[src/rtl/sector_pkg.sv]
package sector_pkg;

    // Data types shared by the loader blocks

    // One byte as delivered by the SD controller
    typedef logic [7:0] byte_t;

    // One buffer word, also the width of the checksum
    typedef logic [15:0] word_t;

    // Card sector address as seen by the SD controller
    typedef logic [31:0] sector_t;

    // Card protocol constants

    // Every read returns one full sector
    localparam int BYTES_PER_SECTOR = 512;

    // Bytes are paired high byte first, so half as many words
    localparam int WORDS_PER_SECTOR = BYTES_PER_SECTOR / 2;

    // Checksum constants

    // Largest prime below 2**16
    localparam int CHECKSUM_MODULUS = 65521;

    // Sector group layout on the card

    // Distance between two group bases, in sectors
    localparam int GROUP_STRIDE = 100;

    // Groups visited before the base wraps back to sector 0
    localparam int GROUP_COUNT = 5;

endpackage

[src/rtl/sector_sequencer.sv]
module sector_sequencer #(
    parameter int SECTORS_PER_GROUP = 72
) (
    input  logic                clk,
    input  logic                rst,
    input  logic                press,
    input  logic                sd_ready,
    input  logic                sd_byte_available,
    input  logic                sum_done,
    output logic                sd_rd,
    output sector_pkg::sector_t sd_address,
    output logic                group_start,
    output logic                sum_start,
    output logic                done
);

    import sector_pkg::*;

    typedef enum logic [2:0] {
        S_START_GROUP,
        S_WAIT_READY,
        S_REQUEST,
        S_RECEIVE,
        S_WAIT_END,
        S_CHECKSUM,
        S_DONE
    } state_t;

    // Sector index within the group
    localparam int IDX_W = $clog2(SECTORS_PER_GROUP + 1);
    localparam logic [IDX_W-1:0] LAST_SECTOR = IDX_W'(SECTORS_PER_GROUP - 1);
    // Base of the last group before wrapping to 0
    localparam sector_t LAST_BASE = sector_t'(GROUP_STRIDE * (GROUP_COUNT - 1));
    localparam logic [8:0] LAST_BYTE = 9'(BYTES_PER_SECTOR - 1);

    state_t           state;
    sector_t          group_base;
    logic [IDX_W-1:0] sector_idx;
    logic [8:0]       byte_cnt;

    always_ff @(posedge clk) begin
        if (rst) begin
            state      <= S_START_GROUP;
            group_base <= '0;
            sector_idx <= '0;
            byte_cnt   <= '0;
            sum_start  <= 1'b0;
        end else begin
            // sum_start is a single-cycle pulse
            sum_start <= 1'b0;
            case (state)
                S_START_GROUP: begin
                    // First sector of the group
                    sector_idx <= '0;
                    state      <= S_WAIT_READY;
                end
                S_WAIT_READY: begin
                    if (sd_ready) begin
                        state <= S_REQUEST;
                    end
                end
                S_REQUEST: begin
                    // sd_rd is high in this state only
                    byte_cnt <= '0;
                    state    <= S_RECEIVE;
                end
                S_RECEIVE: begin
                    if (sd_byte_available) begin
                        byte_cnt <= byte_cnt + 9'd1;
                        if (byte_cnt == LAST_BYTE) begin
                            state <= S_WAIT_END;
                        end
                    end
                end
                S_WAIT_END: begin
                    // Controller is idle again once ready returns
                    if (sd_ready) begin
                        if (sector_idx == LAST_SECTOR) begin
                            sum_start <= 1'b1;
                            state     <= S_CHECKSUM;
                        end else begin
                            sector_idx <= sector_idx + IDX_W'(1);
                            state      <= S_WAIT_READY;
                        end
                    end
                end
                S_CHECKSUM: begin
                    if (sum_done) begin
                        state <= S_DONE;
                    end
                end
                S_DONE: begin
                    // Only place a press has any effect
                    if (press) begin
                        if (group_base == LAST_BASE) begin
                            group_base <= '0;
                        end else begin
                            group_base <= group_base + sector_t'(GROUP_STRIDE);
                        end
                        state <= S_START_GROUP;
                    end
                end
                default: state <= S_START_GROUP;
            endcase
        end
    end

    // Outputs decoded from the state
    assign sd_rd       = (state == S_REQUEST);
    assign group_start = (state == S_START_GROUP);
    assign done        = (state == S_DONE);

    // Address only moves while the controller is idle
    assign sd_address = group_base + sector_t'(sector_idx);

endmodule

[config.mk]
export PLATFORM = sky130hd
export DESIGN_NAME = sector_sequencer
export DESIGN_NICKNAME = d
export VERILOG_FILES = /design/src/rtl/sector_pkg.sv /design/src/rtl/sector_sequencer.sv
export SDC_FILE = /design/constraint.sdc
export NUM_CORES = 1
export LEC_CHECK = 0
export BUFFER_PORTS_ARGS = -buffer_cell sky130_fd_sc_hd__buf_2
export CELL_PAD_IN_SITES_DETAIL_PLACEMENT = 0
export CELL_PAD_IN_SITES_GLOBAL_PLACEMENT = 2
export CORE_MARGIN = 5
export CORE_UTILIZATION = 25
export CTS_CLUSTER_DIAMETER = 50
export DETAILED_ROUTE_END_ITERATION = 6
export GPL_TIMING_DRIVEN = 0
export PLACE_DENSITY = 0.72
export SLEW_MARGIN = 20
export SYNTH_ARGS = -nofsm -noshare
export SYNTH_HDL_FRONTEND = slang
export SYNTH_SLANG_ARGS = --single-unit
[constraint.sdc]
create_clock -name clk -period 2.65 [get_ports clk]
set_input_delay 0.53 -clock clk [delete_from_list [all_inputs] [get_ports clk]]
set_output_delay 0.53 -clock clk [all_outputs]
set_load 0.1 [all_outputs]
# [Word level (Yosys, flattened, before mapping)]
# Cells that the tools add are included.
[word_totals] regBits=52 latch_bits=0 mem_bits_rw=0 rom_bits=0 output_inout_bits=36 mem_count=0
[op_classes] n_addsub=4 mul=0 n_div=0 order_cmp=0 n_eq_ne=16 shift=0 n_mux=15 bitwise=2 reduce_logical=8
[op_table] operator="32-bit by 7-bit adder with 32-bit output" count=1
[op_table] operator="32-bit by 7-bit adder with 32-bit output, second input constant" count=1
[op_table] operator="32-bit by 9-bit equality test with 1-bit output, second input constant" count=1
[op_table] operator="32-bit 2-to-1 mux" count=1
[op_table] operator="3-bit 2-to-1 mux" count=7
[op_table] operator="3-bit one-hot mux with 7 select lines" count=1
[op_table] operator="9-bit one-hot mux with 2 select lines" count=1
[op_table] operator="7-bit 2-to-1 mux" count=2
[op_table] operator="2-bit != test, second input constant" count=7
[op_table] operator="7-bit one-hot mux with 2 select lines" count=1
[op_table] operator="9-bit by 1-bit adder with 9-bit output, second input constant" count=1
[op_table] operator="3-bit equality test, second input constant" count=3
[op_table] operator="9-bit equality test, second input constant" count=1
[op_table] operator="9-bit 2-to-1 mux" count=1
[op_table] operator="7-bit by 1-bit adder with 7-bit output, second input constant" count=1
[op_table] operator="7-bit equality test, second input constant" count=1
[op_table] operator="3-bit by 2-bit equality test with 1-bit output, second input constant" count=2
[op_table] operator="6-bit AND reduction" count=1
[op_table] operator="2-bit AND reduction" count=2
[op_table] operator="2-bit nonzero test" count=2
[op_table] operator="3-bit by 1-bit equality test with 1-bit output, second input constant" count=1
[op_table] operator="3-bit logical NOT" count=1
[op_table] operator="3-bit AND reduction" count=1
[op_table] operator="3-bit OR reduction" count=1
[op_table] operator="other kinds (2)" count=3

# [Longest topological paths before layout]
[logic_depth] word_depth=4 depth_mapped=9 mapped_depth_nobuf=9

# [Worst setup path before layout]
# No wires, ideal clock.
[synth_path] path_kind="register to output" from="register group_base[3]" to="output sd_address[18]" arrival_time_ps=3067 slack_ps=-947 path_stages_with_launch=7 n_path_buf=0 cell_sequence="dfxtp_1 ha_1 a211o_1 a211oi_1 nor2_2 and3_1 xnor2_1"
[synth_between] elab_chain_cells=1
[synth_rtl] element="from (decl)" line_no="sector_sequencer.sv:37" source="sector_t group_base;"
[synth_rtl] element="from (signal assigned)" line_no="sector_sequencer.sv:98" source="group_base <= group_base + sector_t'(GROUP_STRIDE);"
[synth_rtl] element="32-bit by 7-bit adder with 32-bit output" line_no="sector_sequencer.sv:114" source="assign sd_address = group_base + sector_t'(sector_idx);"
[synth_rtl] element="to (decl)" line_no="sector_sequencer.sv:11" source="output sector_pkg::sector_t sd_address,"
# Every way passes these cells.

# [Final worst setup path]
[layout_path] from="register sector_idx[3]" to="output sd_address[21]"
[layout_between] elab_chain_cells=1
[layout_rtl] element="from (decl)" line_no="sector_sequencer.sv:38" source="logic [IDX_W-1:0] sector_idx;"
[layout_rtl] element="from (signal assigned)" line_no="sector_sequencer.sv:82" source="sector_idx <= sector_idx + IDX_W'(1);"
[layout_rtl] element="32-bit by 7-bit adder with 32-bit output" line_no="sector_sequencer.sv:114"
# Every way passes these cells.

==> results.txt <==
Status: complete, but fails checks
Failing checks: negative setup slack
Crit-path cells: ha_4 > a211o_4 > a211oi_4 > nor2_4 > buf_6 > nand4_1 > xnor2_4 > buf_12
Post-synthesis cell type count: 49
Largest net degree at the start of global routing: 15
Area share of the leading cell type in the synthesized netlist: 30.35%
Synth warnings: 0
Register-to-Register Path Depth: 9
Final design utilization: 40.07%
Seq cells post-synth: 50
Vias in the first global route: 3071
Leak Pwr: 1.993 nW
Power Internal: 0.001359 W
Placed insts: 626
Synthesized Nets: 425
Hold Fails Final Rpt: 0
Number of buffers created by CTS: 5
Commonest non-fill, non-tap cell in the layout: nor2_1
Max Freq: 355.0 MHz
WL per Instance: 14.93 µm
Synth Area in XOR/XNOR: 17.00%
Die span in x: 124.9 µm
Simple-Gate Fraction of Synth Area: 33.88%
Register Area: 0.001036 mm²
Layout Skew: 0.003145 ns
I/O Pins: 42
Max cap viols: 0
GRT overflow: 0
Layout net count: 493
Final setup margin: -0.1667 ns
Area occupied by multi-input gates: 0.002844 mm²
Antenna Cells: 0
Most frequent cells in the layout: nor2_1, nand2_1, dfxtp_1
Post-DRT Antenna Nets: 0
First-pass GRT wire length: 16190 µm
CP max FO: 7
Clock Tree Root: clkbuf_16
Wl on met1: 4389 µm
Met3 WL: 304 µm
FF-to-FF Start: byte_cnt[0]
Post-Synth Adder-Cell Area: 3.794%
Compound-gate portion of the synthesized area: 7.777%
Pre-Repair DR Iteration Count: 4
Die Height: 124.9 µm
Clock Power Share: 36.4%
Port bufs: 41
Post-synthesis mux area share: 0.9105%
Unrepaired setup endpoints after global routing: true
Core box area: 0.01309 mm²
Routed length on met2: 5015 µm
CTS clk-pin slew, worst paths: 0.07 ns
Avg Cell Area, Syn: 8.064 µm²
Seq pwr share: 38.3%
Worst-Margin Slew: 0.6601 ns
Hold_ws: 0.4882 ns
Slew Viols, Final: 0
FP Rows: 42
R2R Setup Slk: 0.60 ns
Area Growth Syn to Fin: 58.95%
CP startpoint: sector_idx[3]
Worst setup EP type: output pin
Largest family of logic cells by synthesized area: simple AND/OR/NAND/NOR gates
GRT Resource Usage Total: 12.58%
DR vias/cell: 4.567
Top sig layer: met4
Routed via count: 2987
Minimum clock period after layout: 2.817 ns
Synth Cell Area: 0.003298 mm²
Cells after Synth: 409
CP Class: register to output pin
Clock sinks: 50
Final GP Congestion: 0.7688
Die area: 0.01559 mm²
Critical path's slowest cell: dfxtp_4
Req. time, crit path: 2.12 ns
Yosys top cell by area: dfxtp_1
Number of fill cells: 1286
Post-synthesis sequential area ratio: 30.35%
DRC Markers: 0
Share of cells above drive strength 1: 38.91%
NetSw: 0.0006897 W
Async SR Flop Fraction: 0%
Sw frac: 33.66%
Setup tns final: -2.213 ns
Clock tree buffer depth: 2
Predominant post-synthesis flop cell: dfxtp_1
Initial DRC count: 77
Final HPWL DP: 6805 µm
CTS tree: done
RR Endpoint: state[0]
Pwr Density: 390.8 mW/mm²
CP startpoint kind: register
Gate power share: 25.3%
Post-route insts no fill: 654
Crit path largest cell delay: 0.36 ns
Worst rel slew slack: 55.73%
Peak supply drop: 0.5423 mV
H-tree Lvls: 2
Setup violations, final: 23
Period utilisation layout: 106.3%
Initial antenna violation count: 0
Initial core utilization: 25.21%
Post-synth EDFFs: 0
Worst setup endpoint: sd_address[21]
Synth top area cells: dfxtp_1, xnor2_1, xor2_1
Min-delay worst type: register to register
Crit path DAT: 2.29 ns
Clk_lat worst skew: 0.29 ns
Hold-fix buffers, CTS: 0
WL final: 9765 µm
Dpl cell area: 0.004194 mm²
Post-Layout Inst Area: 0.005243 mm²
worst min-delay path by stage:
stage | from | to | slack (ns) | cells after the start
2_1_floorplan | byte_cnt[4] | byte_cnt[4] | 0.45 | 2
3_3_place_gp | byte_cnt[4] | byte_cnt[4] | 0.47 | 2
3_5_place_dp | byte_cnt[4] | byte_cnt[4] | 0.48 | 2
4_1_cts | byte_cnt[4] | byte_cnt[4] | 0.49 | 2
5_1_grt | rst | state[2] | 0.52 | 2
6_report | byte_cnt[4] | byte_cnt[4] | 0.49 | 2
cell families (layout without fill, tap and decap cells):
kind of cell    after synthesis  count (layout)
mux                           3               3
xor+xnor                     64              64
fa+ha+maj                    10              10
compound gates               39              40
flops                        50              50
simple gates                204             204
buf+inv                      39             107
registers in the layout, indices dropped and copies added, names as in the netlist:
name,count
group_base,30
byte_cnt,9
sector_idx,7
state,3
sum_start,1
final cells by class:
type	instances	area share, %
plain buffers	29	3.795
clock buffers	7	2.530
clock inverters	1	0.5728
inverters	10	0.7160
multi-input cells	321	54.25
flip-flops and latches	50	19.76
well taps	176	4.200
repair buffers	60	14.18
worst max-delay path, delay by kind of cell, from the launching register on:
kind                     cells  cell delay [ns]
AO/OA/AOI/OAI                2             0.61
flip-flops                   1             0.36
buffers and inverters        2             0.35
AND/OR/NAND/NOR              2             0.29
adder cells (fa/ha/maj)      1             0.24
XOR/XNOR                     1             0.15
per-stage QoR:
step / total power, W / worst slack [ns]
after floorplan: 0.001221 / -0.3627
after global placement: 0.001328 / -0.4764
after detailed placement: 0.001329 / -0.4855
after CTS: 0.002074 / -0.1863
after global routing: 0.002166 / -0.2270
final: 0.002049 / -0.1667
synth_stat cells (all sizes together), types with 5 or more instances:
library cell   n
nand3         20
clkbuf         8
xnor2         37
nand4         23
a21oi         14
inv           10
nor2          57
nand2         44
buf           21
ha            10
dfxtp         50
nor4          11
and2           5
xor2          27
o21ai          8
nor2b          6
and3           5
nor3          16
power by group through the flow:
stage / clock network [W] / registers (W) / logic [W]
after floorplan: 0 / 0.000804 / 0.000418
after global placement: 0 / 0.000810 / 0.000518
after detailed placement: 0 / 0.000809 / 0.000521
after CTS: 0.000766 / 0.000784 / 0.000524
after global routing: 0.000801 / 0.000788 / 0.000577
final: 0.000746 / 0.000784 / 0.000518
routing by layer:
layer,vias up,global-route usage (%)
li1,1539,-
met1,1401,16.05
met2,43,22.39
met3,4,2.444
met4,0,1.977
met5,-,0
repair_timing:
item	CTS	global route
resized for setup	156	26
endpoints found under the setup margin	26	25
pin swaps	15	15
buffers inserted	12	5
gates cloned	2	1
(Power assumes the default switching activity.)
