===== src/rtl/sector_pkg.sv =====
package sector_pkg;

    // Data types shared by the loader blocks

    // One byte as delivered by the SD controller
    typedef logic [7:0] byte_t;

    // One buffer word, also the width of the checksum
    typedef logic [15:0] word_t;

    // Card sector address as seen by the SD controller
    typedef logic [31:0] sector_t;

    // Card protocol constants

    // Every read returns one full sector
    localparam int BYTES_PER_SECTOR = 512;

    // Bytes are paired high byte first, so half as many words
    localparam int WORDS_PER_SECTOR = BYTES_PER_SECTOR / 2;

    // Checksum constants

    // Largest prime below 2**16
    localparam int CHECKSUM_MODULUS = 65521;

    // Sector group layout on the card

    // Distance between two group bases, in sectors
    localparam int GROUP_STRIDE = 100;

    // Groups visited before the base wraps back to sector 0
    localparam int GROUP_COUNT = 5;

endpackage


===== src/rtl/word_packer.sv =====
module word_packer #(
    parameter int SECTORS_PER_GROUP = 72,
    localparam int ADDR_W = $clog2(SECTORS_PER_GROUP * sector_pkg::WORDS_PER_SECTOR)
) (
    input  logic              clk,
    input  logic              rst,
    input  logic              group_start,
    input  logic              byte_valid,
    input  sector_pkg::byte_t byte_in,
    output logic              wr_en,
    output logic [ADDR_W-1:0] wr_addr,
    output sector_pkg::word_t wr_data
);

    import sector_pkg::*;

    // First byte of the current pair
    byte_t hi_byte;
    // High when hi_byte holds a byte waiting for its partner
    logic  phase;

    always_ff @(posedge clk) begin
        if (rst) begin
            phase   <= 1'b0;
            wr_en   <= 1'b0;
            wr_addr <= '0;
        end else if (group_start) begin
            // New group fills the buffer from the start
            phase   <= 1'b0;
            wr_en   <= 1'b0;
            wr_addr <= '0;
        end else begin
            wr_en <= byte_valid && phase;
            if (byte_valid) begin
                phase <= !phase;
            end
            // Advance once the pending word has gone out
            if (wr_en) begin
                wr_addr <= wr_addr + ADDR_W'(1);
            end
        end
    end

    // Pair data path
    always_ff @(posedge clk) begin
        if (byte_valid && !phase) begin
            hi_byte <= byte_in;
        end
        // High byte first
        if (byte_valid && phase) begin
            wr_data <= {hi_byte, byte_in};
        end
    end

endmodule


===== config.mk =====
export PLATFORM = sky130hd
export DESIGN_NAME = word_packer
export DESIGN_NICKNAME = d
export VERILOG_FILES = /design/src/rtl/sector_pkg.sv /design/src/rtl/word_packer.sv
export SDC_FILE = /design/constraint.sdc
export NUM_CORES = 1
export LEC_CHECK = 0
export BUFFER_PORTS_ARGS = -buffer_cell sky130_fd_sc_hd__clkbuf_2
export CORE_MARGIN = 5
export CORE_UTILIZATION = 43
export CTS_CLUSTER_SIZE = 30
export DETAILED_ROUTE_END_ITERATION = 16
export GPL_TIMING_DRIVEN = 0
export PLACE_DENSITY = 0.68
export SLEW_MARGIN = 30
export SYNTH_ARGS = -nofsm -noshare
export SYNTH_HDL_FRONTEND = slang
export SYNTH_SLANG_ARGS = --single-unit

===== constraint.sdc =====
create_clock -name clk -period 1.73 [get_ports clk]
set_input_delay 0.346 -clock clk [delete_from_list [all_inputs] [get_ports clk]]
set_output_delay 0.346 -clock clk [all_outputs]
set_load 0.01 [all_outputs]

**Yosys cells after proc, flatten, opt, wreduce, memory -nomap -nowiden**

Cells that the tools add are included.

- Register bits after elaboration: 41
- Input bits: 12
- Output and inout bits: 32

- $add $sub $neg: 1
- Reductions and logical operators: 4

Operators with widths:

| kind | count |
|---|---|
| adder 15 x 1 -> 15 bit (second input constant) | 1 |
| logical AND 1 bit | 2 |
| OR reduction 2 bit | 1 |
| zero test 1 bit | 1 |

**Longest topological paths before layout**

Gate-level depths: netlist of run 1.

- Depth in word-level cells: 2
- Gate-level depth with buffers: 4
- Mapped depth without buffers: 4

**Worst setup path after synthesis of run 1**

OpenSTA, ideal clock, no wires.

- Path type: reg2reg
- Start point: register wr_addr[0]
- End point: register wr_addr[6]
- Setup time: 71 ps
- Arrival time: 1346 ps
- Required time: 1659 ps
- Slack: 314 ps
- Cell stages (with the launch flop): 5
- Clock period less this slack: 1416 ps
- Path through: dfxtp_1 > ha_1 > inv_1 > or4_1 > a21oi_1

- Longest elaborated chain between the ends: 1

Ends and longest elaborated chain:

| element | RTL line | text |
|---|---|---|
| start: declaration | word_packer.sv:11 | `output logic [ADDR_W-1:0] wr_addr,` |
| start signal: assignment | word_packer.sv:39 | `wr_addr <= wr_addr + ADDR_W'(1);` |
| adder 15 x 1 -> 15 bit | word_packer.sv:39 |  |

Every way passes these cells.
A chain may end at the register's enable or synchronous reset.

**Worst setup path after layout of run 1**

Ends and elaborated chain as after synthesis.

==> flow_summary_export.csv, run 1 <==
group,metric,value,unit
cts,clock_latency,0.34,ns
outcome,status,"complete, no violations",
layout,finalNetCount,176,
routing,dr.pass1.iters,2,
setup_path,endpoint_kind,"flop",
cts,htree_levels,2,
sta,rsz0062_at_grt,"no",
setup_path,critical-path-max-stage-delay,0.48,ns
sta,setup_violations,0,
routing,viasPerCell,5.01,
setup_path,critPathSlowestCell,"or4_1",
synth,synth.avg_cell_area,13.8,um^2
cts,cts_hold_buf,0,
synth,netlist_area,0.00156,mm^2
sta,slew_violations,0,
global_route,grt_overflow,0,
routing,dr_wl_met2,1.29,mm
floorplan,die_w,70.2,um
layout,antenna_cells,0,
sta,fin_crit,1.51,ns
placed_design,io_buffers,43,
cts,cts.sinks,41,
setup_path,worstPathArrival,1.79,ns
routing,routedLengthMet1,1.21,mm
global_route,track_usage,0.127,
synth,synthCells,113,
sta,slew-limit-headroom,0.543,
cts,postCtsSetupBuffers,0,
layout,final_common_cell,"clkbuf_2",
cts,numCtsBuffers,5,
routing,final_antenna_net_count,0,
synth,synth_seq_cells,41,
routing,wire_per_inst,13.2,um
floorplan,die_h,70.2,um
synth,syn_nets,126,
routing,wl_met3,220,um
placed_design,hpwl,2.12,mm
power,power_density,893,mW/mm^2
synth,ys_seq_area_frac,0.680,
routing,drt_iter0_markers,23,
placed_design,place_inst,202,
power,leakage,0.000709,uW
placed_design,gp_congestion,0.827,
layout,final_util,0.559,
setup_path,worstPathMaxFanout,6,
floorplan,rows,21,
power,peakVddDrop,0.493,mV
layout,final_layout_size_suffix_gt1_frac,0.366,
setup_path,required,2.01,ns
routing,drc_errors,0,
global_route,grt_pass1_wl,4.97,mm
cts,clk_path_buf_depth,2,
synth,ys_warn_count,0,
sta,finalClockSkew,0.00828,ns
setup_path,crit_type,"reg2reg",
cts,postCtsResizedCells,0,
min_path,hp-class,"in2reg",
placed_design,place_area,0.00183,mm^2
layout,design_area,0.00191,mm^2
placed_design,dp_slack,0.234,ns
layout,area_delta_synth_final,22.4,%
job,cap_violations,0,
floorplan,io_pins,44,
setup_path,crit_path_start_kind,"flop",
sta,tns,0,ns
cts,clkTransAtPathRegs,0.11,ns
synth,synth.distinct_cells,28,
floorplan,core,0.00342,mm^2
setup_path,cp_top_family,"simple AND/OR/NAND/NOR gates",
floorplan,initial_core_util,0.457,
setup_path,crit_buf_inv,1,
cts,cts_tree,"yes",
sta,finalCritPeriodShare,0.871,
global_route,grt_max_degree,18,
cts,cts_root_buffer,"clkbuf_4",
routing,num_vias,1053,
sta,hold_violations,0,
sta,fmaxAchievable,663,MHz
global_route,grt_pass1_vias,1093,
setup_path,crit_chain,"ha_1 -> inv_1 -> or4_1 -> a21oi_1",
routing,top_layer_used,"met4",
layout,fin_cells,210,
sta,layout_setup_ws,0.223,ns
layout,final_cell_mix,"clkbuf_2 (43), edfxtp_1 (24), dfxtp_1 (17), nand2_1 (11)",
global_route,antenna_found_initial,0,
sta,tightest_slew,0.685,ns
floorplan,die_area,0.00493,mm^2
routing,drt_wl_total,2.78,mm
==> area by class of cell <==
| cell class | instances | area [um^2] |
|---|---|---|
| fill | 289 | 1510 |
| sequential | 41 | 1060 |
| multi-input combinational | 66 | 465 |
| timing repair buffer | 43 | 215 |
| tap | 46 | 57.6 |
| clock buffer | 6 | 41.3 |
| clock inverter | 2 | 35.0 |
| buffer | 3 | 22.5 |
| inverter | 3 | 11.3 |
==> synth_stat cells (all sizes together) <==
library cell | count | share of area
clkbuf | 1 | 0.0024
nand4 | 5 | 0.034
xor2 | 3 | 0.017
nor2 | 7 | 0.017
or4 | 3 | 0.014
o311ai | 1 | 0.0056
inv | 3 | 0.0072
and2 | 2 | 0.0080
ha | 1 | 0.0080
nor2b | 1 | 0.0040
a21oi | 4 | 0.013
or2 | 1 | 0.0040
nand3 | 2 | 0.0064
dfxtp | 17 | 0.22
xnor2 | 2 | 0.011
mux2i | 6 | 0.038
o31ai | 3 | 0.014
nor4 | 5 | 0.040
buf | 2 | 0.012
o41ai | 1 | 0.0056
o21ai | 1 | 0.0032
nand2 | 11 | 0.026
or3 | 7 | 0.028
edfxtp | 24 | 0.46
==> metal layers <==
layer  track usage  vias to the layer above
met3        0.0574                        8
li1              -                      524
met1         0.154                      483
met5             0                        -
met4        0.0617                        0
met2         0.189                       38
==> path summary, 6_finish.rpt <==
path | startpoint | endpoint | slack [ns] | cells after the start
worst max-delay path | wr_addr[0] | wr_addr[6] | 0.22 | 4
worst min-delay path | byte_in[4] | hi_byte[4] | 0.20 | 1
worst max register to register | wr_addr[0] | wr_addr[6] | 0.22 | 4
worst min register to register | hi_byte[7] | wr_data[15] | 0.43 | 0
==> worst register-to-register path, delay by kind of cell, from the launching register on <==
kind                       cells  cell delay, ns
buffers and inverters          1            0.14
adders and majority gates      1            0.25
and+or+nand+nor                1            0.48
DFF                            1            0.44
AOI/OAI and AO/OA              1            0.14
==> registers in the layout, summed over array words and instances (netlist names) <==
signal   count
hi_byte      8
phase        1
wr_addr     15
wr_data     16
wr_en        1
==> power by group <==
part	switching, uW	internal (uW)	total [uW]
clock	283	303	586
sequential	5.30	1060	1060
combinational	35.4	22.2	57.6
==> stage by stage <==
step / total power (uW) / hold slack (ns)
final: 1710 / 0.196
after global routing: 1790 / 0.156
after CTS: 1730 / 0.175
after detailed placement: 1140 / 0.405
after global placement: 1140 / 0.401
after floorplan: 1110 / 0.400
==> cell families after synthesis <==
logic type / share of synthesized area
AOI/OAI and AO/OA: 0.0417
xor gates and xnor gates: 0.0281
adders and majority gates: 0.00802
buffers and inverters: 0.0217
DFF: 0.680
muxes: 0.0385
and+or+nand+nor: 0.182
No activity file was read; power rests on OpenSTA's default activity.
==> run 2: changes to the inputs <==
--- a/config.mk
+++ b/config.mk
@@ -11,7 +11,8 @@
 export CTS_CLUSTER_SIZE = 30
 export DETAILED_ROUTE_END_ITERATION = 16
 export GPL_TIMING_DRIVEN = 0
-export PLACE_DENSITY = 0.68
+export HOLD_SLACK_MARGIN = 0.15
+export PLACE_DENSITY_LB_ADDON = 0.3
 export SLEW_MARGIN = 30
 export SYNTH_ARGS = -nofsm -noshare
 export SYNTH_HDL_FRONTEND = slang
==> run 2 against run 1 <==
Global-route usage is 0.21 points lower. Worst hold slack worse by 0.0091 ns. Critical path depth stayed put. First-iteration DRC count grew to 2.6 times the previous value. Sequential power hardly changed. Register-to-register slack worse by 0.06 ns. Critical path type unchanged. Critical endpoint unchanged.
==> flow_summary_export.csv, run 2 (synthesis gave the netlist of run 1 again) <==
group,metric,value,unit
job,cap_violations,0,
outcome,status,"complete, no violations",
global_route,grt_pass1_wl,4.86,mm
setup_path,worstPathArrival,1.85,ns
routing,final_antenna_net_count,0,
setup_path,worstPathMaxFanout,6,
global_route,track_usage,0.124,
layout,area_delta_synth_final,22.5,%
placed_design,io_buffers,43,
routing,viasPerCell,5.03,
cts,cts.sinks,41,
floorplan,die_h,70.2,um
sta,fin_crit,1.57,ns
sta,slew-limit-headroom,0.524,
setup_path,crit_buf_inv,1,
layout,largest_reg_flops,16,
global_route,grt_overflow,0,
floorplan,io_pins,44,
setup_path,required,2.01,ns
min_path,whs_endpoint,"wr_data[2]",
sta,finalClockSkew,0.00416,ns
cts,clk_path_buf_depth,2,
layout,final_common_cell,"clkbuf_2",
global_route,antenna_found_initial,0,
global_route,grt_max_degree,18,
setup_path,crit_type,"reg2reg",
setup_path,critical-path-max-stage-delay,0.49,ns
setup_path,crit_path_start_kind,"flop",
cts,postCtsSetupBuffers,0,
floorplan,initial_core_util,0.457,
sta,tns,0,ns
routing,dr.pass1.iters,4,
layout,final_layout_size_suffix_gt1_frac,0.366,
sta,setup_violations,0,
setup_path,cp_top_family,"simple AND/OR/NAND/NOR gates",
min_path,min_from,"byte_in[2]",
routing,drt_iter0_markers,60,
layout,final_cell_mix,"clkbuf_2 (43), edfxtp_1 (24), dfxtp_1 (17), nand2_1 (11)",
cts,cts_tree,"yes",
setup_path,critPathSlowestCell,"or4_1",
layout,nFillCells,302,
power,peakVddDrop,0.528,mV
sta,hold_violations,0,
cts,clkTransAtPathRegs,0.12,ns
min_path,whs_path_depth,1,
floorplan,die_area,0.00493,mm^2
layout,multiInputGateArea,465,um^2
min_path,hp-class,"in2reg",
cts,cts_hold_buf,0,
cts,cts_root_buffer,"clkbuf_4",
sta,slew_violations,0,
layout,final_util,0.560,
layout,finalNetCount,176,
layout,antenna_cells,0,
cts,htree_levels,2,
global_route,grt_pass1_vias,1071,
setup_path,r2r-start,"wr_addr[0]",
sta,tightest_slew,0.713,ns
routing,drc_errors,0,
placed_design,gp_congestion,0.753,
sta,finalCritPeriodShare,0.907,
sta,fmaxAchievable,637,MHz
routing,wire_per_inst,13.8,um
sta,rsz0062_at_grt,"no",
power,power_density,901,mW/mm^2
cts,numCtsBuffers,5,
routing,drt_wl_total,2.90,mm
floorplan,rows,21,
layout,regMostFlops,"wr_data",
placed_design,hpwl,2.15,mm
routing,num_vias,1057,
setup_path,r2r_slack,0.16,ns
setup_path,crit_chain,"ha_1 -> inv_1 -> or4_1 -> a21oi_1",
layout,reg.largest.list,"wr_data (16), wr_addr (15), hi_byte (8)",
cts,clock_latency,0.34,ns
floorplan,core,0.00342,mm^2
power,leakage,0.000706,uW
floorplan,die_w,70.2,um
setup_path,r2r_cells,4,
setup_path,endpoint_kind,"flop",
cts,postCtsResizedCells,0,
layout,regArea,0.00106,mm^2
setup_path,regToRegEndpoint,"wr_addr[6]",
-- run 2: cell count changes in the layout (fill, tap and decap cells not counted) --
cell        before  now
clkinv_1         0    1
clkinvlp_4       0    1
clkinv_2         1    0
clkbuf_1         2    1
-- run 2: power breakdown --
group,internal (uW),total (uW),switching [uW]
Clock,299,602,303
Combinational,22.1,58.8,36.6
Sequential,1060,1060,5.35
-- run 2: worst reg2reg max path: stages, from the launching register on --
cell     delay (ns)
dfxtp_1        0.43
ha_1           0.25
inv_1          0.16
or4_1          0.49
a21oi_1        0.18
-- run 2: stage by stage --
stage	std cells	setup slack [ns]	area [um^2]	hold WS [ns]	power [uW]
after global placement	202	0.276	1830	0.401	1140
final	210	0.161	1910	0.187	1720
after CTS	210	0.171	1910	0.176	1740
after global routing	210	0.0796	1910	0.166	1800
after floorplan	113	0.314	1560	0.400	1110
after detailed placement	202	0.200	1830	0.405	1140
-- run 2: metal layers --
layer,up-vias,wire [um],global-route usage
met2,37,1370,0.195
met5,-,0,0
met1,487,1210,0.140
met3,8,246,0.0545
li1,525,-,-
met4,0,71,0.0702
-- run 2: how the worst max path moves through the flow --
stage | slack [ns] | end | depth (start not counted) | from
2_1_floorplan | 0.31 | wr_addr[6] | 4 | wr_addr[0]
3_3_place_gp | 0.28 | wr_addr[6] | 4 | wr_addr[0]
3_5_place_dp | 0.20 | wr_addr[6] | 4 | wr_addr[0]
4_1_cts | 0.17 | wr_addr[6] | 4 | wr_addr[0]
5_1_grt | 0.08 | wr_addr[6] | 4 | wr_addr[0]
6_report | 0.16 | wr_addr[6] | 4 | wr_addr[0]
-- run 2: final cells by class --
| type | instances | area share |
|---|---|---|
| buffer | 3 | 0.0118 |
| timing repair buffer | 43 | 0.113 |
| tap | 46 | 0.0301 |
| clock inverter | 3 | 0.0216 |
| clock buffer | 5 | 0.0196 |
| multi-input combinational | 66 | 0.243 |
| sequential | 41 | 0.555 |
| inverter | 3 | 0.00589 |
==> run 3: changes to the inputs <==
--- a/config.mk
+++ b/config.mk
@@ -5,6 +5,7 @@
 export SDC_FILE = /design/constraint.sdc
 export NUM_CORES = 1
 export LEC_CHECK = 0
+export ABC_AREA = 1
 export BUFFER_PORTS_ARGS = -buffer_cell sky130_fd_sc_hd__clkbuf_2
 export CORE_MARGIN = 5
 export CORE_UTILIZATION = 43
==> run 3 against run 2 <==
Routed wire length is 1.3% higher. Sequential power about the same. Utilization down 0.15 points. Critical path depth decreased by 3. Die area is 0.13% lower. Clock-buffer cell count up 1. Clock skew down 0.00090 ns. Clock power shrank 1%. Register-to-register slack improved by 0.27 ns. Area after synthesis fell by 0.16%. Critical endpoint is now wr_addr[3]. Largest cell class unchanged. Highest routed layer unchanged.
==> flow_summary_export.csv, run 3 <==
group,metric,value,unit
outcome,status,"complete, no violations",
synth,syn_nets,161,
routing,wire_per_inst,12.0,um
cts,clk_path_buf_depth,2,
global_route,grt_max_degree,18,
routing,dr.pass1.iters,4,
setup_path,critPathSlowestCell,"dfxtp_1",
sta,tightest_slew,0.620,ns
cts,cts_tree,"yes",
cts,clkTransAtPathRegs,0.11,ns
layout,largest_reg_flops,16,
sta,fin_crit,1.37,ns
layout,regMostFlops,"wr_data",
synth,synth_commonest_cells,"nand2_1 (29), edfxtp_1 (24), nor2_1 (23)",
floorplan,die_w,70.2,um
layout,fin_cells,245,
layout,antenna_cells,0,
setup_path,r2r-start,"wr_addr[0]",
job,cap_violations,0,
global_route,grt_pass1_wl,4.91,mm
layout,final_layout_size_suffix_gt1_frac,0.296,
power,leakage,0.000768,uW
synth,synth.distinct_cells,19,
global_route,grt_overflow,0,
synth,ys_seq_area_frac,0.681,
floorplan,rows,21,
cts,clock_latency,0.34,ns
routing,drt_wl_total,2.93,mm
routing,num_vias,1195,
sta,rsz0062_at_grt,"no",
synth,yosysMostFrequentCell,"nand2_1",
sta,fmaxAchievable,727,MHz
floorplan,io_pins,44,
sta,finalClockSkew,0.00326,ns
cts,postCtsResizedCells,0,
sta,finalCritPeriodShare,0.795,
setup_path,crit_path_start_kind,"flop",
setup_path,setup.worst_path.start,"wr_addr[3]",
setup_path,worstPathMaxFanout,8,
sta,slew-limit-headroom,0.585,
setup_path,crit_buf_inv,1,
layout,reg.largest.list,"wr_data (16), wr_addr (15), hi_byte (8)",
sta,slew_violations,0,
layout,final_cell_mix,"clkbuf_2 (43), nand2_1 (29), edfxtp_1 (24), nor2_1 (23)",
global_route,antenna_found_initial,0,
cts,cts_root_buffer,"clkbuf_4",
routing,viasPerCell,4.88,
synth,synth_top_cell_by_area,"edfxtp_1",
setup_path,required,1.38,ns
routing,final_antenna_net_count,0,
placed_design,dp_slack,0.352,ns
setup_path,worstPathArrival,1.03,ns
routing,drt_iter0_markers,49,
routing,drc_errors,0,
floorplan,die_h,70.2,um
cts,postCtsSetupBuffers,0,
min_path,min_from,"byte_in[7]",
setup_path,critical-path-max-stage-delay,0.50,ns
cts,cts.sinks,41,
synth,synth.avg_cell_area,10.5,um^2
synth,synthCells,148,
cts,htree_levels,2,
synth,synth_area_leaders,"edfxtp_1 (46%), dfxtp_1 (22%), nand2_1 (7.0%)",
min_path,hp-class,"in2reg",
synth,async_reset_ff_frac,0,
sta,hold_violations,0,
setup_path,crit_chain,"clkbuf_2",
synth,synth_seq_cells,41,
floorplan,core,0.00342,mm^2
floorplan,die_area,0.00493,mm^2
synth,ys.flop_type,"edfxtp_1",
placed_design,hpwl,2.22,mm
sta,tns,0,ns
setup_path,cp_top_family,"flip-flops",
synth,synth_top_area_share,0.463,
setup_path,crit_type,"reg2out",
layout,final_common_cell,"clkbuf_2",
global_route,grt_pass1_vias,1160,
power,peakVddDrop,0.483,mV
floorplan,initial_core_util,0.456,
setup_path,endpoint_kind,"primary output",
placed_design,io_buffers,43,
sta,layout_setup_ws,0.355,ns
cts,numCtsBuffers,5,
global_route,track_usage,0.125,
layout,finalNetCount,211,
synth,ys_warn_count,0,
power,power_density,896,mW/mm^2
layout,area_delta_synth_final,22.4,%
cts,cts_hold_buf,0,
placed_design,gp_congestion,0.857,
synth,synth-edff-count,24,
sta,setup_violations,0,
placed_design,place_inst,237,
synth,netlist_area,0.00156,mm^2
## run 3: path summary, 6_finish.rpt
check                                    to  slack [ns]  cells after the start
worst max-delay path             wr_addr[3]        0.36                      1
worst min-delay path             hi_byte[7]        0.19                      1
worst max register to register  wr_addr[12]        0.43                      6
worst min register to register  wr_data[15]        0.43                      0
## run 3: area by class of cell
type / count / area (um^2)
Fill cell: 319 / 1510
Inverter: 17 / 63.8
Tap cell: 46 / 57.6
Buffer: 2 / 18.8
Clock inverter: 2 / 35.0
Clock buffer: 6 / 41.3
Timing Repair Buffer: 43 / 215
Sequential cell: 41 / 1060
Multi-Input combinational cell: 88 / 414
## run 3: cells by family (layout without fill, tap and decap cells)
kind of cell | count (synthesis) | after routing | synth area share
adders and majority gates | 1 | 1 | 0.00803
and+or+nand+nor | 75 | 75 | 0.218
buffers and inverters | 19 | 70 | 0.0530
AOI/OAI and AO/OA | 12 | 12 | 0.0394
DFF | 41 | 41 | 0.681
## run 3: routing by layer
metal  global-route usage  share of wire  up-vias
met5                    0              0        -
met3               0.0574          0.094        7
met2                0.207           0.47       58
met4               0.0511          0.018        0
li1                     -              -      590
met1                0.139           0.42      540
## run 3: metrics by stage
step	power, uW	hold slack [ns]	cell area, um^2	util
6_report	1710	0.190	1910	0.558
5_1_grt	1780	0.167	1910	0.558
3_5_place_dp	1140	0.406	1830	0.536
3_3_place_gp	1130	0.401	1830	0.536
4_1_cts	1730	0.174	1910	0.558
2_1_floorplan	1110	0.400	1560	-
## run 3: power by group
part / internal [uW] / switching, uW
Sequential: 1060 / 5.10
Combinational: 20.1 / 33.1
Clock: 303 / 292
Total: 1380 / 330
