<file path="src/rtl/button_debounce.sv">
module button_debounce #(
    parameter int DEBOUNCE_CYCLES = 250_000
) (
    input  logic clk,
    input  logic rst,
    input  logic btn,
    output logic press
);

    // Counter must reach DEBOUNCE_CYCLES - 1
    localparam int CNT_W = $clog2(DEBOUNCE_CYCLES + 1);
    localparam logic [CNT_W-1:0] CNT_LAST = CNT_W'(DEBOUNCE_CYCLES - 1);

    // Two-flop synchronizer for the asynchronous button
    logic             btn_meta;
    logic             btn_sync;
    // Debounced level and its copy one cycle later
    logic             level;
    logic             level_q;
    // Cycles the synchronized input has disagreed with level
    logic [CNT_W-1:0] stable_cnt;

    always_ff @(posedge clk) begin
        if (rst) begin
            btn_meta   <= 1'b0;
            btn_sync   <= 1'b0;
            level      <= 1'b0;
            level_q    <= 1'b0;
            stable_cnt <= '0;
        end else begin
            btn_meta <= btn;
            btn_sync <= btn_meta;
            level_q  <= level;
            // Any agreement restarts the count
            if (btn_sync == level) begin
                stable_cnt <= '0;
            end else if (stable_cnt == CNT_LAST) begin
                // Input held its new value long enough
                level      <= btn_sync;
                stable_cnt <= '0;
            end else begin
                stable_cnt <= stable_cnt + CNT_W'(1);
            end
        end
    end

    // One pulse per accepted rising edge
    assign press = level && !level_q;

endmodule

</file>
<file path="config.mk">
export PLATFORM = sky130hd
export DESIGN_NAME = button_debounce
export DESIGN_NICKNAME = d
export VERILOG_FILES = /design/src/rtl/button_debounce.sv
export SDC_FILE = /design/constraint.sdc
export NUM_CORES = 1
export LEC_CHECK = 0
export BUFFER_PORTS_ARGS = -buffer_cell sky130_fd_sc_hd__clkbuf_2
export CAP_MARGIN = 20
export CORE_UTILIZATION = 43
export CTS_CLUSTER_SIZE = 40
export DETAILED_ROUTE_END_ITERATION = 16
export SLEW_MARGIN = 10
export SYNTH_ARGS = -nofsm -noshare
export SYNTH_HDL_FRONTEND = slang
export SYNTH_SLANG_ARGS = --single-unit
</file>
<file path="constraint.sdc">
create_clock -name clk -period 4.2 [get_ports clk]
set_input_delay 0.21 -clock clk [delete_from_list [all_inputs] [get_ports clk]]
set_output_delay 0.21 -clock clk [all_outputs]
set_load 0.01 [all_outputs]
</file>
Yosys cells after proc, flatten, opt, wreduce, memory -nomap -nowiden
Cells that the tools add are included.
Word-level totals
  flip-flop bits (word level): 22
  input bits: 3
  output and inout port bits: 1
  logic and storage cells: 13
Cells by class
  $add $sub $neg: 1
  equal/unequal tests: 2
  bitwise logic cells: 1
  reduce and logical (&&, ||, !) cells: 4
Operator list (count)
  18-bit by 1-bit adder with 18-bit output, second input constant: 1
  18-bit equality test, second input constant: 1
  3-bit OR reduction: 1
  2-bit AND reduction: 1
  1-bit equality test: 1
  1-bit logical AND: 1
  1-bit logical NOT: 1
  1-bit inverter: 1

Logic depth before layout (Yosys ltp)
Gate-level depths: netlist (run 1).
  depth in word-level cells: 3
  depth in mapped cells: 6
  depth with buffers taken out: 5

Worst setup path before layout (run 1)
No wires, ideal clock.
  path type: register to register
  from: reg stable_cnt[6]
  to: reg stable_cnt[10]
  setup time: 0.115 ns
  data arrival time: 1.481 ns
  required time: 4.085 ns
  setup slack: 2.605 ns
  stages on the path, launching flop included: 7
  path buffers: 2
  clock period less this slack: 1.595 ns
  cell sequence: dfxtp_1 clkbuf_1 nor4b_1 nand4b_1 o31ai_4 buf_4 nor2_1
Between the ends
  longest elaborated chain between the ends: 2
  elaborated cells between the ends (all ways): 3
  classes of those cells: add/sub (1); eq/ne (1); reduce/logical (1)
RTL lines
  from (decl): RTL line 21  | logic [CNT_W-1:0] stable_cnt;
  from (signal assigned): RTL line 42  | stable_cnt <= stable_cnt + CNT_W'(1);
  branches (longest 2 deep; another with 18-bit by 1-bit adder with 18-bit output)
Parallel ways; which one is timed is not known.
A chain may end at the register's enable or synchronous reset.

Worst setup path in the final report (run 1)
  from: reg stable_cnt[0]
  to: reg stable_cnt[9]
Same word-level chain as after synthesis.

==> impl_metrics.json, run 1 <==
{
  "initialDrtViolationCount": 8,
  "synth.ff_latch_count": 22,
  "design.portCount": 4,
  "postLayoutCoreUtil": 0.5190,
  "cts_tree": "yes",
  "synth_sequential_area_ratio": 0.4542,
  "timing_max_transition_violations_final": 0,
  "grt_start_max_net_pins": 19,
  "rsz_0062_raised_after_global_routing": "no",
  "die_h_um": 49.49,
  "globalRouteOverflowTotal": 0,
  "route.antenna.remaining_nets": 0,
  "antenna_cells_inserted": 0,
  "power-per-cell-area_nw_per_um2": 356.3,
  "irDropWorstVdd_v": 0.0001982,
  "criticalPathCategory": "reg -> reg",
  "cts.path.max_buffers": 2,
  "gr-usage-met2": 0.2306,
  "timing.critical_path.arrival_ps": 2000,
  "nets_in_the_synthesized_netlist": 108,
  "run_status": "complete, no violations",
  "busiest_layer": "met2",
  "wp_buf_inv": 0,
  "place_congestion": 0.7340,
  "post-route-min-period_ps": 1821,
  "worst-path-max-fanout": 18,
  "ys_warn_count": 0,
  "core_um2": 2042,
  "required_time_at_the_worst_slack_endpoint_ps": 4380,
  "share_of_layout_cells_above_drive_strength_1": 0.1101,
  "rr_worst_depth": 4,
  "critical_path.max_stage_delay_ps": 690,
  "postCtsSetupRepairBufs": 0,
  "hold_viol": 0,
  "clk-insertion-delay-late_ps": 310,
  "fmaxAchievable_mhz": 549.0,
  "clock_tree.htree_level_count": 1,
  "mappedNetlistArea_um2": 969.7,
  "yosysTopAreaCell": "dfxtp_1",
  "max-cap-violations": 0,
  "fin_total_pwr_uw": 377.6,
  "average_wire_per_standard_cell_um": 12.29,
  "cp_cell_sequence": "ha_1 -> nand4_1 -> o31ai_4 -> nor2_1",
  "areaGrowthSynthToFinish_pct": 9.291,
  "placementRows": 16,
  "finalSetupTns_ps": 0,
  "grt_use_met1": 0.2129,
  "synth.avg_cell_area_um2": 9.324,
  "die-area_um2": 2449,
  "synth.lib_cells_used.distinct": 25,
  "post_cts_hold_buffer_count": 0,
  "place.detailed.hpwl_mm": 1.164,
  "finalSetupViolations": 0,
  "clock-root-buffer": "clkbuf_4",
  "rrSetupSlack_ps": 2380,
  "startpoint_type": "register",
  "cts_repair_resize_count": 0,
  "postLayoutSetupSlackWorst_ps": 2379,
  "io_buffer_count": 3,
  "avgViaCountPerCell": 5.397,
  "via_count": 734,
  "synth.top_cell.area_share": 0.4542,
  "headroom_to_the_max_slew_limit": 0.5198,
  "antenna_violations_before_repair": 0,
  "crit_path_end_kind": "register",
  "die_width_um": 49.49,
  "totalWireLength_mm": 1.672,
  "global_route_wire_length_before_repair_mm": 2.856,
  "worstHoldPathCells": 2,
  "post_route_fraction_of_the_period_consumed_by_the_critical_path": 0.4337,
  "worstHoldPathType": "in -> reg",
  "clkTransAtPathRegs_ps": 130,
  "drt_pass1_iterations": 4,
  "nets_finish": 114,
  "worst_slew_pin_slew_ps": 720.3,
  "number_of_buffers_created_by_cts": 3,
  "netlist_instances": 104,
  "number_of_cells_on_the_critical_path": 4,
  "pre_cts_slack_ps": 2339,
  "slowest_stage": "o31ai_4",
  "drcViolationCount": 0,
  "p_leak_nw": 0.3140,
  "clock-skew-final_ps": 9.040,
  "grt.total_usage": 0.1526,
  "post_synth_main_area_contributors": "dfxtp_1 (45%), xnor2_1 (14%), nor2_1 (7.7%)",
  "initial_core_util": 0.4749,
  "crit_family": "compound AO/OA/AOI/OAI gates",
  "clock-sinks": 22,
  "grt.met3_usage": 0.02778,
  "via_count_of_the_first_global_routing_pass": 649
}
-- layout make-up --
class	count	area, um2
fill	216	982.2
multi-input combinational	76	503.0
sequential	22	440.4
tap	27	33.78
clock inverter	1	30.03
clock buffer	3	22.52
timing repair buffer	3	15.01
inverter	4	15.01
-- cell usage after synthesis, drive strengths merged --
| master | count |
|---|---|
| a21oi | 1 |
| buf | 1 |
| clkbuf | 1 |
| dfxtp | 22 |
| ha | 1 |
| inv | 4 |
| mux2 | 1 |
| nand2 | 3 |
| nand3 | 6 |
| nand4 | 5 |
| nand4b | 1 |
| nor2 | 20 |
| nor2b | 5 |
| nor3 | 5 |
| nor4 | 6 |
| nor4b | 2 |
| o31ai | 2 |
| or3 | 1 |
| or4 | 1 |
| xnor2 | 15 |
| xor2 | 1 |
-- cells by family (layout without fill, tap and decap cells) --
family                   after synthesis  count (layout)  share of synthesized area
buffers and inverters                  6              11                    0.02709
XOR/XNOR                              16              16                     0.1445
multiplexers                           1               1                    0.01161
flip-flops                            22              22                     0.4542
AO/OA/AOI/OAI                          3               3                    0.03484
AND/OR/NAND/NOR                       55              55                     0.3149
adder cells (fa/ha/maj)                1               1                    0.01290
-- power breakdown --
part           internal, mW  total (mW)  switching (mW)
clock                0.0964       0.162          0.0659
sequential            0.210       0.211        0.000755
combinational       0.00202     0.00467         0.00265
-- state kept, by name, summed over array words and instances, names as in the netlist --
register,cells
btn_meta,1
btn_sync,1
level,1
level_q,1
stable_cnt,18
-- metal layers --
layer | vias up | wire length (um)
met3 | 4 | 38
li1 | 369 | -
met2 | 9 | 739
met1 | 352 | 872
met5 | - | 0
met4 | 0 | 22
-- metrics by stage --
step	cell area, um2	hold WS, ps	cells
after floorplan	969.7	281.6	104
after global placement	1007	415.8	132
after detailed placement	1007	430.8	132
after CTS	1060	94.31	136
after global routing	1060	102.3	136
final	1060	99.74	136
-- placed cells by master (no fill, tap or decap) --
cell type and instances:
dfxtp_1 22, nor2_1 20, o31ai_1 1, nor4_1 6, nor4b_1 2, mux2_2 1, bufinv_16 1, or3_1 1
inv_1 4, nand4_4 1, ha_1 1, nand4_2 1, clkbuf_4 3, nand3_1 6, o31ai_4 1, or4_1 1
nand4_1 3, clkbuf_2 3, nor3_1 5, nand4b_1 1, xor2_1 1, nand2_1 2, nor2b_1 5, a21oi_1 1
xnor2_1 15, nand2_2 1
-- worst register-to-register path, cell delays in order, from the launching register on --
cell,delay (ps)
dfxtp_1,440
ha_1,230
nand4_1,210
o31ai_4,690
nor2_1,110
-- final timing paths --
kind                                               start                       end
worst max-delay path            stable_cnt[0]$_SDFF_PP0_  stable_cnt[9]$_SDFF_PP0_
worst min-delay path                                 btn       btn_meta$_SDFF_PP0_
worst min register to register       btn_meta$_SDFF_PP0_       btn_sync$_SDFF_PP0_
worst max register to register  stable_cnt[0]$_SDFF_PP0_  stable_cnt[9]$_SDFF_PP0_
Note: power is estimated with default switching activity, not from simulation.
==> inputs of run 2 (changes only) <==
- ABC_AREA: unset -> 1
- clock period: 4.2 -> 1.7 ns (I/O delays scaled with it)
==> run 2 against run 1 <==
Maximum frequency rose by 20%. Register-to-register slack got worse by 2200 ps. Sequential share of layout area fell by 5.0 points. Utilization fell by 2.9 points. Wire length rose by 18%. Sequential power rose by 150%. Largest power group unchanged.
==> impl_metrics.json, run 2 <==
{
  "clock_tree.htree_level_count": 1,
  "die_width_um": 52.69,
  "route.antenna.remaining_nets": 0,
  "place.detailed.hpwl_mm": 1.547,
  "fmaxAchievable_mhz": 660.0,
  "via_count_of_the_first_global_routing_pass": 815,
  "avgViaCountPerCell": 4.788,
  "worstHoldPathType": "reg -> reg",
  "synth_commonest_cells": "nand2_1 (33), nor2_1 (27), dfxtp_1 (22), inv_1 (14), nor2_2 (11)",
  "worstHoldPathCells": 2,
  "via_count": 905,
  "ys_warn_count": 0,
  "design.portCount": 4,
  "global_route_wire_length_before_repair_mm": 3.436,
  "startpoint_type": "register",
  "initial_core_util": 0.4501,
  "numPlacedInstances": 182,
  "post_route_fraction_of_the_period_consumed_by_the_critical_path": 0.8913,
  "finalSetupTns_ps": 0,
  "pre_cts_slack_ps": 184.5,
  "rrSetupSlack_ps": 180,
  "place_congestion": 0.8760,
  "rr_worst_depth": 7,
  "postLayoutCoreUtil": 0.4903,
  "gr-usage-met2": 0.2722,
  "worst_r2r_startpoint": "stable_cnt[0]$_SDFF_PP0_",
  "power-per-cell-area_nw_per_um2": 683.1,
  "drcViolationCount": 0,
  "required_time_at_the_worst_slack_endpoint_ps": 1890,
  "worst_hold_path.endpoint": "btn_sync$_SDFF_PP0_",
  "die_h_um": 52.69,
  "layout.cells.most_common": "nand2_1",
  "share_of_layout_cells_above_drive_strength_1": 0.1572,
  "grt.met3_usage": 0.02609,
  "synth.top_cell.area_share": 0.3986,
  "timing.critical_path.arrival_ps": 1710,
  "multi_input_area_um2": 591.8,
  "grt_use_met1": 0.2213,
  "r2r_end": "stable_cnt[15]$_SDFF_PP0_",
  "netlist_instances": 150,
  "finalSetupViolations": 0,
  "yosysTopAreaCell": "dfxtp_1",
  "synth.lib_cells_used.distinct": 19,
  "irDropWorstVdd_v": 0.0004159,
  "cts_tree": "yes",
  "hold_path_startpoint": "btn_meta$_SDFF_PP0_",
  "drt_pass1_iterations": 4,
  "core_um2": 2455,
  "grt.total_usage": 0.1684,
  "synth.ff_latch_count": 22,
  "globalRouteOverflowTotal": 0,
  "run_status": "complete, no violations",
  "post_synth_main_area_contributors": "dfxtp_1 (40%), nand2_1 (11%), nor2_1 (9.2%)",
  "timing_max_transition_violations_final": 0,
  "average_wire_per_standard_cell_um": 10.47,
  "cts.path.max_buffers": 2,
  "placementRows": 18,
  "crit_path_end_kind": "register",
  "final-seq-area_um2": 440.4,
  "fin_total_pwr_uw": 822.2,
  "post-route-min-period_ps": 1515,
  "die-area_um2": 2776,
  "nets_in_the_synthesized_netlist": 154,
  "postLayoutSetupSlackWorst_ps": 184.8,
  "worst_slew_pin_slew_ps": 259.5,
  "max_flop_register": "stable_cnt",
  "headroom_to_the_max_slew_limit": 0.8268,
  "largest_reg_flops": 18,
  "worst-path-max-fanout": 18,
  "grt_start_max_net_pins": 19,
  "nets_finish": 164,
  "areaGrowthSynthToFinish_pct": 8.946,
  "mappedNetlistArea_um2": 1105,
  "max-cap-violations": 0,
  "p_leak_nw": 0.3778,
  "initialDrtViolationCount": 22,
  "mostFrequentLayoutCells": "nand2_1 (33), nor2_1 (27), dfxtp_1 (22), inv_1 (14), nor2_2 (11)",
  "busiest_layer": "met2",
  "postCtsSetupRepairBufs": 0,
  "rsz_0062_raised_after_global_routing": "no",
  "synth-main-ff-cell": "dfxtp_1",
  "synthMostInstantiatedCell": "nand2_1",
  "clock-sinks": 22,
  "clk-insertion-delay-late_ps": 300,
  "synth_enable_flop_cells": 0,
  "clock-skew-final_ps": 4.047,
  "clock-root-buffer": "clkbuf_4",
  "synth_sequential_area_ratio": 0.3986,
  "fillers": 256,
  "criticalPathCategory": "reg -> reg",
  "clkTransAtPathRegs_ps": 120,
  "synth.avg_cell_area_um2": 7.365,
  "async_flop_share": 0,
  "totalWireLength_mm": 1.979,
  "io_buffer_count": 3,
  "number_of_buffers_created_by_cts": 3,
  "antenna_violations_before_repair": 0,
  "hold_viol": 0,
  "antenna_cells_inserted": 0,
  "layoutNonFillerInstCount": 189
}
==> run 2: cell types whose count changed in the layout (fill, tap and decap cells not counted), sizes merged, moves of 5 or more <==
cell and delta:
a21oi +8, xnor2 -13, nor4 -6, inv +10, nor2b -5, xor2 +6, nor3 -5, nand2 +33
nor2 +20
==> run 2: final cells by class <==
cell class              instances  share of cell area
multi-input cells             113              0.4917
flip-flops and latches         22              0.3659
well taps                      30             0.03119
clock buffers                   4             0.03015
repair buffers                  6             0.03742
inverters                      14             0.04366
==> run 2: metal layers <==
layer  part of all wire  vias up
met4             0.0076        0
li1                   -      481
met2               0.48        7
met3              0.019        2
met5                  0        -
met1               0.49      415
==> run 2: kinds of logic (layout without fill, tap and decap cells) <==
kind of cell	after synthesis	in the layout	synth area share
flip-flops	22	22	0.3986
adder cells (fa/ha/maj)	1	1	0.01132
AND/OR/NAND/NOR	91	91	0.3986
buffers and inverters	15	24	0.06569
AO/OA/AOI/OAI	12	12	0.05435
XOR/XNOR	9	9	0.07135
==> run 2: how the worst max path moves through the flow <==
stage                                 to  cells after the start                      from  slack (ps)
3_3_place_gp   stable_cnt[11]$_SDFF_PP0_                      7  stable_cnt[0]$_SDFF_PP0_         240
5_1_grt        stable_cnt[14]$_SDFF_PP0_                      7  stable_cnt[0]$_SDFF_PP0_          50
3_5_place_dp   stable_cnt[11]$_SDFF_PP0_                      7  stable_cnt[0]$_SDFF_PP0_         180
4_1_cts        stable_cnt[14]$_SDFF_PP0_                      7  stable_cnt[0]$_SDFF_PP0_         160
6_report       stable_cnt[15]$_SDFF_PP0_                      7  stable_cnt[0]$_SDFF_PP0_         180
2_1_floorplan  stable_cnt[13]$_SDFF_PP0_                      8  stable_cnt[0]$_SDFF_PP0_         300
==> run 2: where the power goes <==
| part | internal, mW | switching [mW] |
|---|---|---|
| clock network | 0.131 | 0.153 |
| registers | 0.518 | 0.00150 |
| logic | 0.00905 | 0.0101 |
| total | 0.658 | 0.164 |
==> run 2: critical path, stage by stage, from the launching register on <==
cell	delay [ps]
dfxtp_1	430
ha_1	270
nand2_2	90
nor2_4	110
nand2_2	60
nand3b_4	160
nand2_4	220
a21oi_1	70
==> run 2: per-stage QoR <==
stage	hold WS, ps	area, um2
after detailed placement	283.8	1137
after global routing	459.5	1204
final	419.1	1204
after CTS	425.7	1204
after global placement	283.4	1137
after floorplan	156.2	1105
==> run 2: what timing repair did <==
item / 4_1_cts / 5_1_grt
endpoints found under the hold margin: 3 / 0
gates resized for setup: 0 / 0
hold buffers: 3 / 0
==> inputs of run 3 (changes only) <==
- ABC_AREA: 1 -> 0
- RECOVER_POWER: unset -> 50
==> run 3 against run 2 <==
Utilization grew 5.8 points. Largest cell class unchanged. Count of clock-buffer cells in the layout fell by 1. Flip-flop and latch count unchanged. Sequential share of layout area grew 2.7 points. Critical path depth shrank 3. Critical endpoint is now level$_SDFFE_PP0P_. Non-clock buffer count rose by 7. Wire length decreased by 18%. Clock skew increased by 3.1 ps. Sequential power about the same. Cell area is 7.0% lower. Worst setup slack worse by 83 ps. Combinational power down 15%.
==> impl_metrics.json, run 3 (same netlist as run 1, synthesis figures left out) <==
{
  "max_flop_register": "stable_cnt",
  "fillers": 190,
  "clock-sinks": 22,
  "antenna_cells_inserted": 0,
  "final_area_um2": 1120,
  "crit_path_end_kind": "register",
  "initialDrtViolationCount": 9,
  "max-cap-violations": 0,
  "average_wire_per_standard_cell_um": 11.26,
  "rr_worst_depth": 4,
  "cts_tree": "yes",
  "startpoint_type": "register",
  "drt_pass1_iterations": 4,
  "clock_tree.htree_level_count": 1,
  "worst_r2r_startpoint": "stable_cnt[10]$_SDFF_PP0_",
  "share_of_layout_cells_above_drive_strength_1": 0.1610,
  "place_congestion": 0.7491,
  "worstHoldPathCells": 1,
  "number_of_buffers_created_by_cts": 3,
  "internal_power_uw": 609.7,
  "critical_path.max_stage_delay_ps": 390,
  "clock-skew-final_ps": 7.153,
  "combinational_cell_fraction_of_total_power": 0.022,
  "rsz_0062_raised_after_global_routing": "yes",
  "worst_slew_pin_slew_ps": 323.4,
  "die_width_um": 49.49,
  "fmaxAchievable_mhz": 625.6,
  "timing_max_transition_violations_final": 0,
  "largest_reg_flops": 18,
  "fin_total_pwr_uw": 760.1,
  "nets_finish": 124,
  "grt_start_max_net_pins": 12,
  "net-switching-power_uw": 150.4,
  "share_clk_of_total_power": 0.294,
  "layout.cells.most_common": "dfxtp_1",
  "hold_viol": 0,
  "placementRows": 16,
  "p_leak_nw": 0.3416,
  "worst-path-max-fanout": 6,
  "totalWireLength_mm": 1.632,
  "avgViaCountPerCell": 5.090,
  "grt.total_usage": 0.1596,
  "place.detailed.hpwl_mm": 1.207,
  "via_count": 738,
  "design.portCount": 4,
  "mostFrequentLayoutCells": "dfxtp_1 (22), nor2_1 (20), xnor2_1 (15), buf_4 (8), nand3_1 (6)",
  "power-per-cell-area_nw_per_um2": 678.7,
  "initial_core_util": 0.4749,
  "placement.cell_area_um2": 1067,
  "hold_path_startpoint": "btn_meta$_SDFF_PP0_",
  "route.antenna.remaining_nets": 0,
  "wp_buf_inv": 0,
  "cts.path.max_buffers": 2,
  "cp_cell_sequence": "nor4b_2 -> nand3_1 -> nor3_1 -> mux2_2",
  "headroom_to_the_max_slew_limit": 0.7824,
  "timing.critical_path.arrival_ps": 1800,
  "post-route-min-period_ps": 1599,
  "antenna_violations_before_repair": 0,
  "power.share.sequential": 0.684,
  "io_buffer_count": 3,
  "required_time_at_the_worst_slack_endpoint_ps": 1900,
  "run_status": "complete, no violations",
  "die_h_um": 49.49,
  "worstHoldPathType": "reg -> reg",
  "irDropWorstVdd_v": 0.0005621,
  "swShare": 0.1979,
  "drcViolationCount": 0,
  "slowest_stage": "dfxtp_1",
  "finalSetupViolations": 0,
  "core_um2": 2042,
  "via_count_of_the_first_global_routing_pass": 714,
  "crit_family": "simple AND/OR/NAND/NOR gates",
  "post_route_fraction_of_the_period_consumed_by_the_critical_path": 0.9403,
  "areaGrowthSynthToFinish_pct": 15.48,
  "globalRouteOverflowTotal": 0,
  "clock-root-buffer": "clkbuf_4",
  "die-area_um2": 2449,
  "rrSetupSlack_ps": 100,
  "clk-insertion-delay-late_ps": 300,
  "r2r_end": "level$_SDFFE_PP0P_",
  "clkTransAtPathRegs_ps": 110,
  "criticalPathCategory": "reg -> reg",
  "global_route_wire_length_before_repair_mm": 3.029,
  "worst_hold_path.endpoint": "btn_sync$_SDFF_PP0_"
}
## run 3: changes by cell type in the layout (fill, tap and decap cells not counted), moves of 8 or more
| cell | previous run | this run |
|---|---|---|
| a21oi_1 | 9 | 1 |
| buf_4 | 0 | 8 |
| inv_1 | 14 | 4 |
| nor2_2 | 11 | 0 |
| xnor2_1 | 2 | 15 |
| nand2_1 | 33 | 2 |
## run 3: final cells by class
cell class / instances / area [um2] / area share
Clock buffer: 3 / 22.52 / 0.02011
Timing Repair Buffer: 13 / 92.59 / 0.08268
Tap cell: 27 / 33.78 / 0.03017
Inverter: 4 / 15.01 / 0.01341
Sequential cell: 22 / 440.4 / 0.3933
Multi-Input combinational cell: 76 / 515.5 / 0.4603
## run 3: how the worst max path moves through the flow
stage | start | endpoint | slack, ps | cells past startpoint
floorplan | stable_cnt[6]$_SDFF_PP0_ | stable_cnt[15]$_SDFF_PP0_ | 100 | 6
finish | stable_cnt[10]$_SDFF_PP0_ | level$_SDFFE_PP0P_ | 100 | 4
global placement | stable_cnt[10]$_SDFF_PP0_ | level$_SDFFE_PP0P_ | 100 | 4
detailed placement | stable_cnt[10]$_SDFF_PP0_ | level$_SDFFE_PP0P_ | 110 | 4
global route | stable_cnt[0]$_SDFF_PP0_ | stable_cnt[12]$_SDFF_PP0_ | -0.2 | 5
CTS | stable_cnt[10]$_SDFF_PP0_ | level$_SDFFE_PP0P_ | 90 | 4
## run 3: timing repair
action / in CTS / in global routing
resized for setup: 0 / 2
hold buffers: 2 / 0
hold endpoints to repair: 2 / 0
buffers inserted: 0 / 0
endpoints found under the setup margin: 0 / 2
## run 3: through the flow
| step | hold WS, ps | setup TNS (ps) | instances | utilization | setup WS, ps |
|---|---|---|---|---|---|
| detailed placement | 305.5 | 0 | 140 | 0.5227 | 115.0 |
| floorplan | 156.6 | 0 | 104 | - | 104.6 |
| CTS | 452.0 | 0 | 145 | 0.5435 | 88.16 |
| global placement | 296.0 | 0 | 140 | 0.5227 | 97.12 |
| finish | 452.9 | 0 | 145 | 0.5484 | 101.5 |
| global route | 480.2 | -0.1588 | 145 | 0.5484 | -0.1588 |
## run 3: power groups by stage
stage | clock (mW) | combinational, mW | sequential, mW
4_1_cts | 0.234 | 0.0169 | 0.520
6_report | 0.224 | 0.0164 | 0.520
3_5_place_dp | 0 | 0.0134 | 0.532
2_1_floorplan | 0 | 0.00766 | 0.531
3_3_place_gp | 0 | 0.0131 | 0.532
5_1_grt | 0.260 | 0.0187 | 0.521
## run 3: layer usage
layer	routed length [um]	global-route usage	up-vias
met5	0	0	-
li1	-	-	388
met1	803	0.2144	339
met2	759	0.2489	11
met3	69	0.05556	0
met4	0	0.02857	0
## run 3: worst reg2reg max path, delay by kind of cell (launching register included)
kind,cells,cell delay [ps]
AND/OR/NAND/NOR,3,760
flip-flops,1,390
multiplexers,1,350
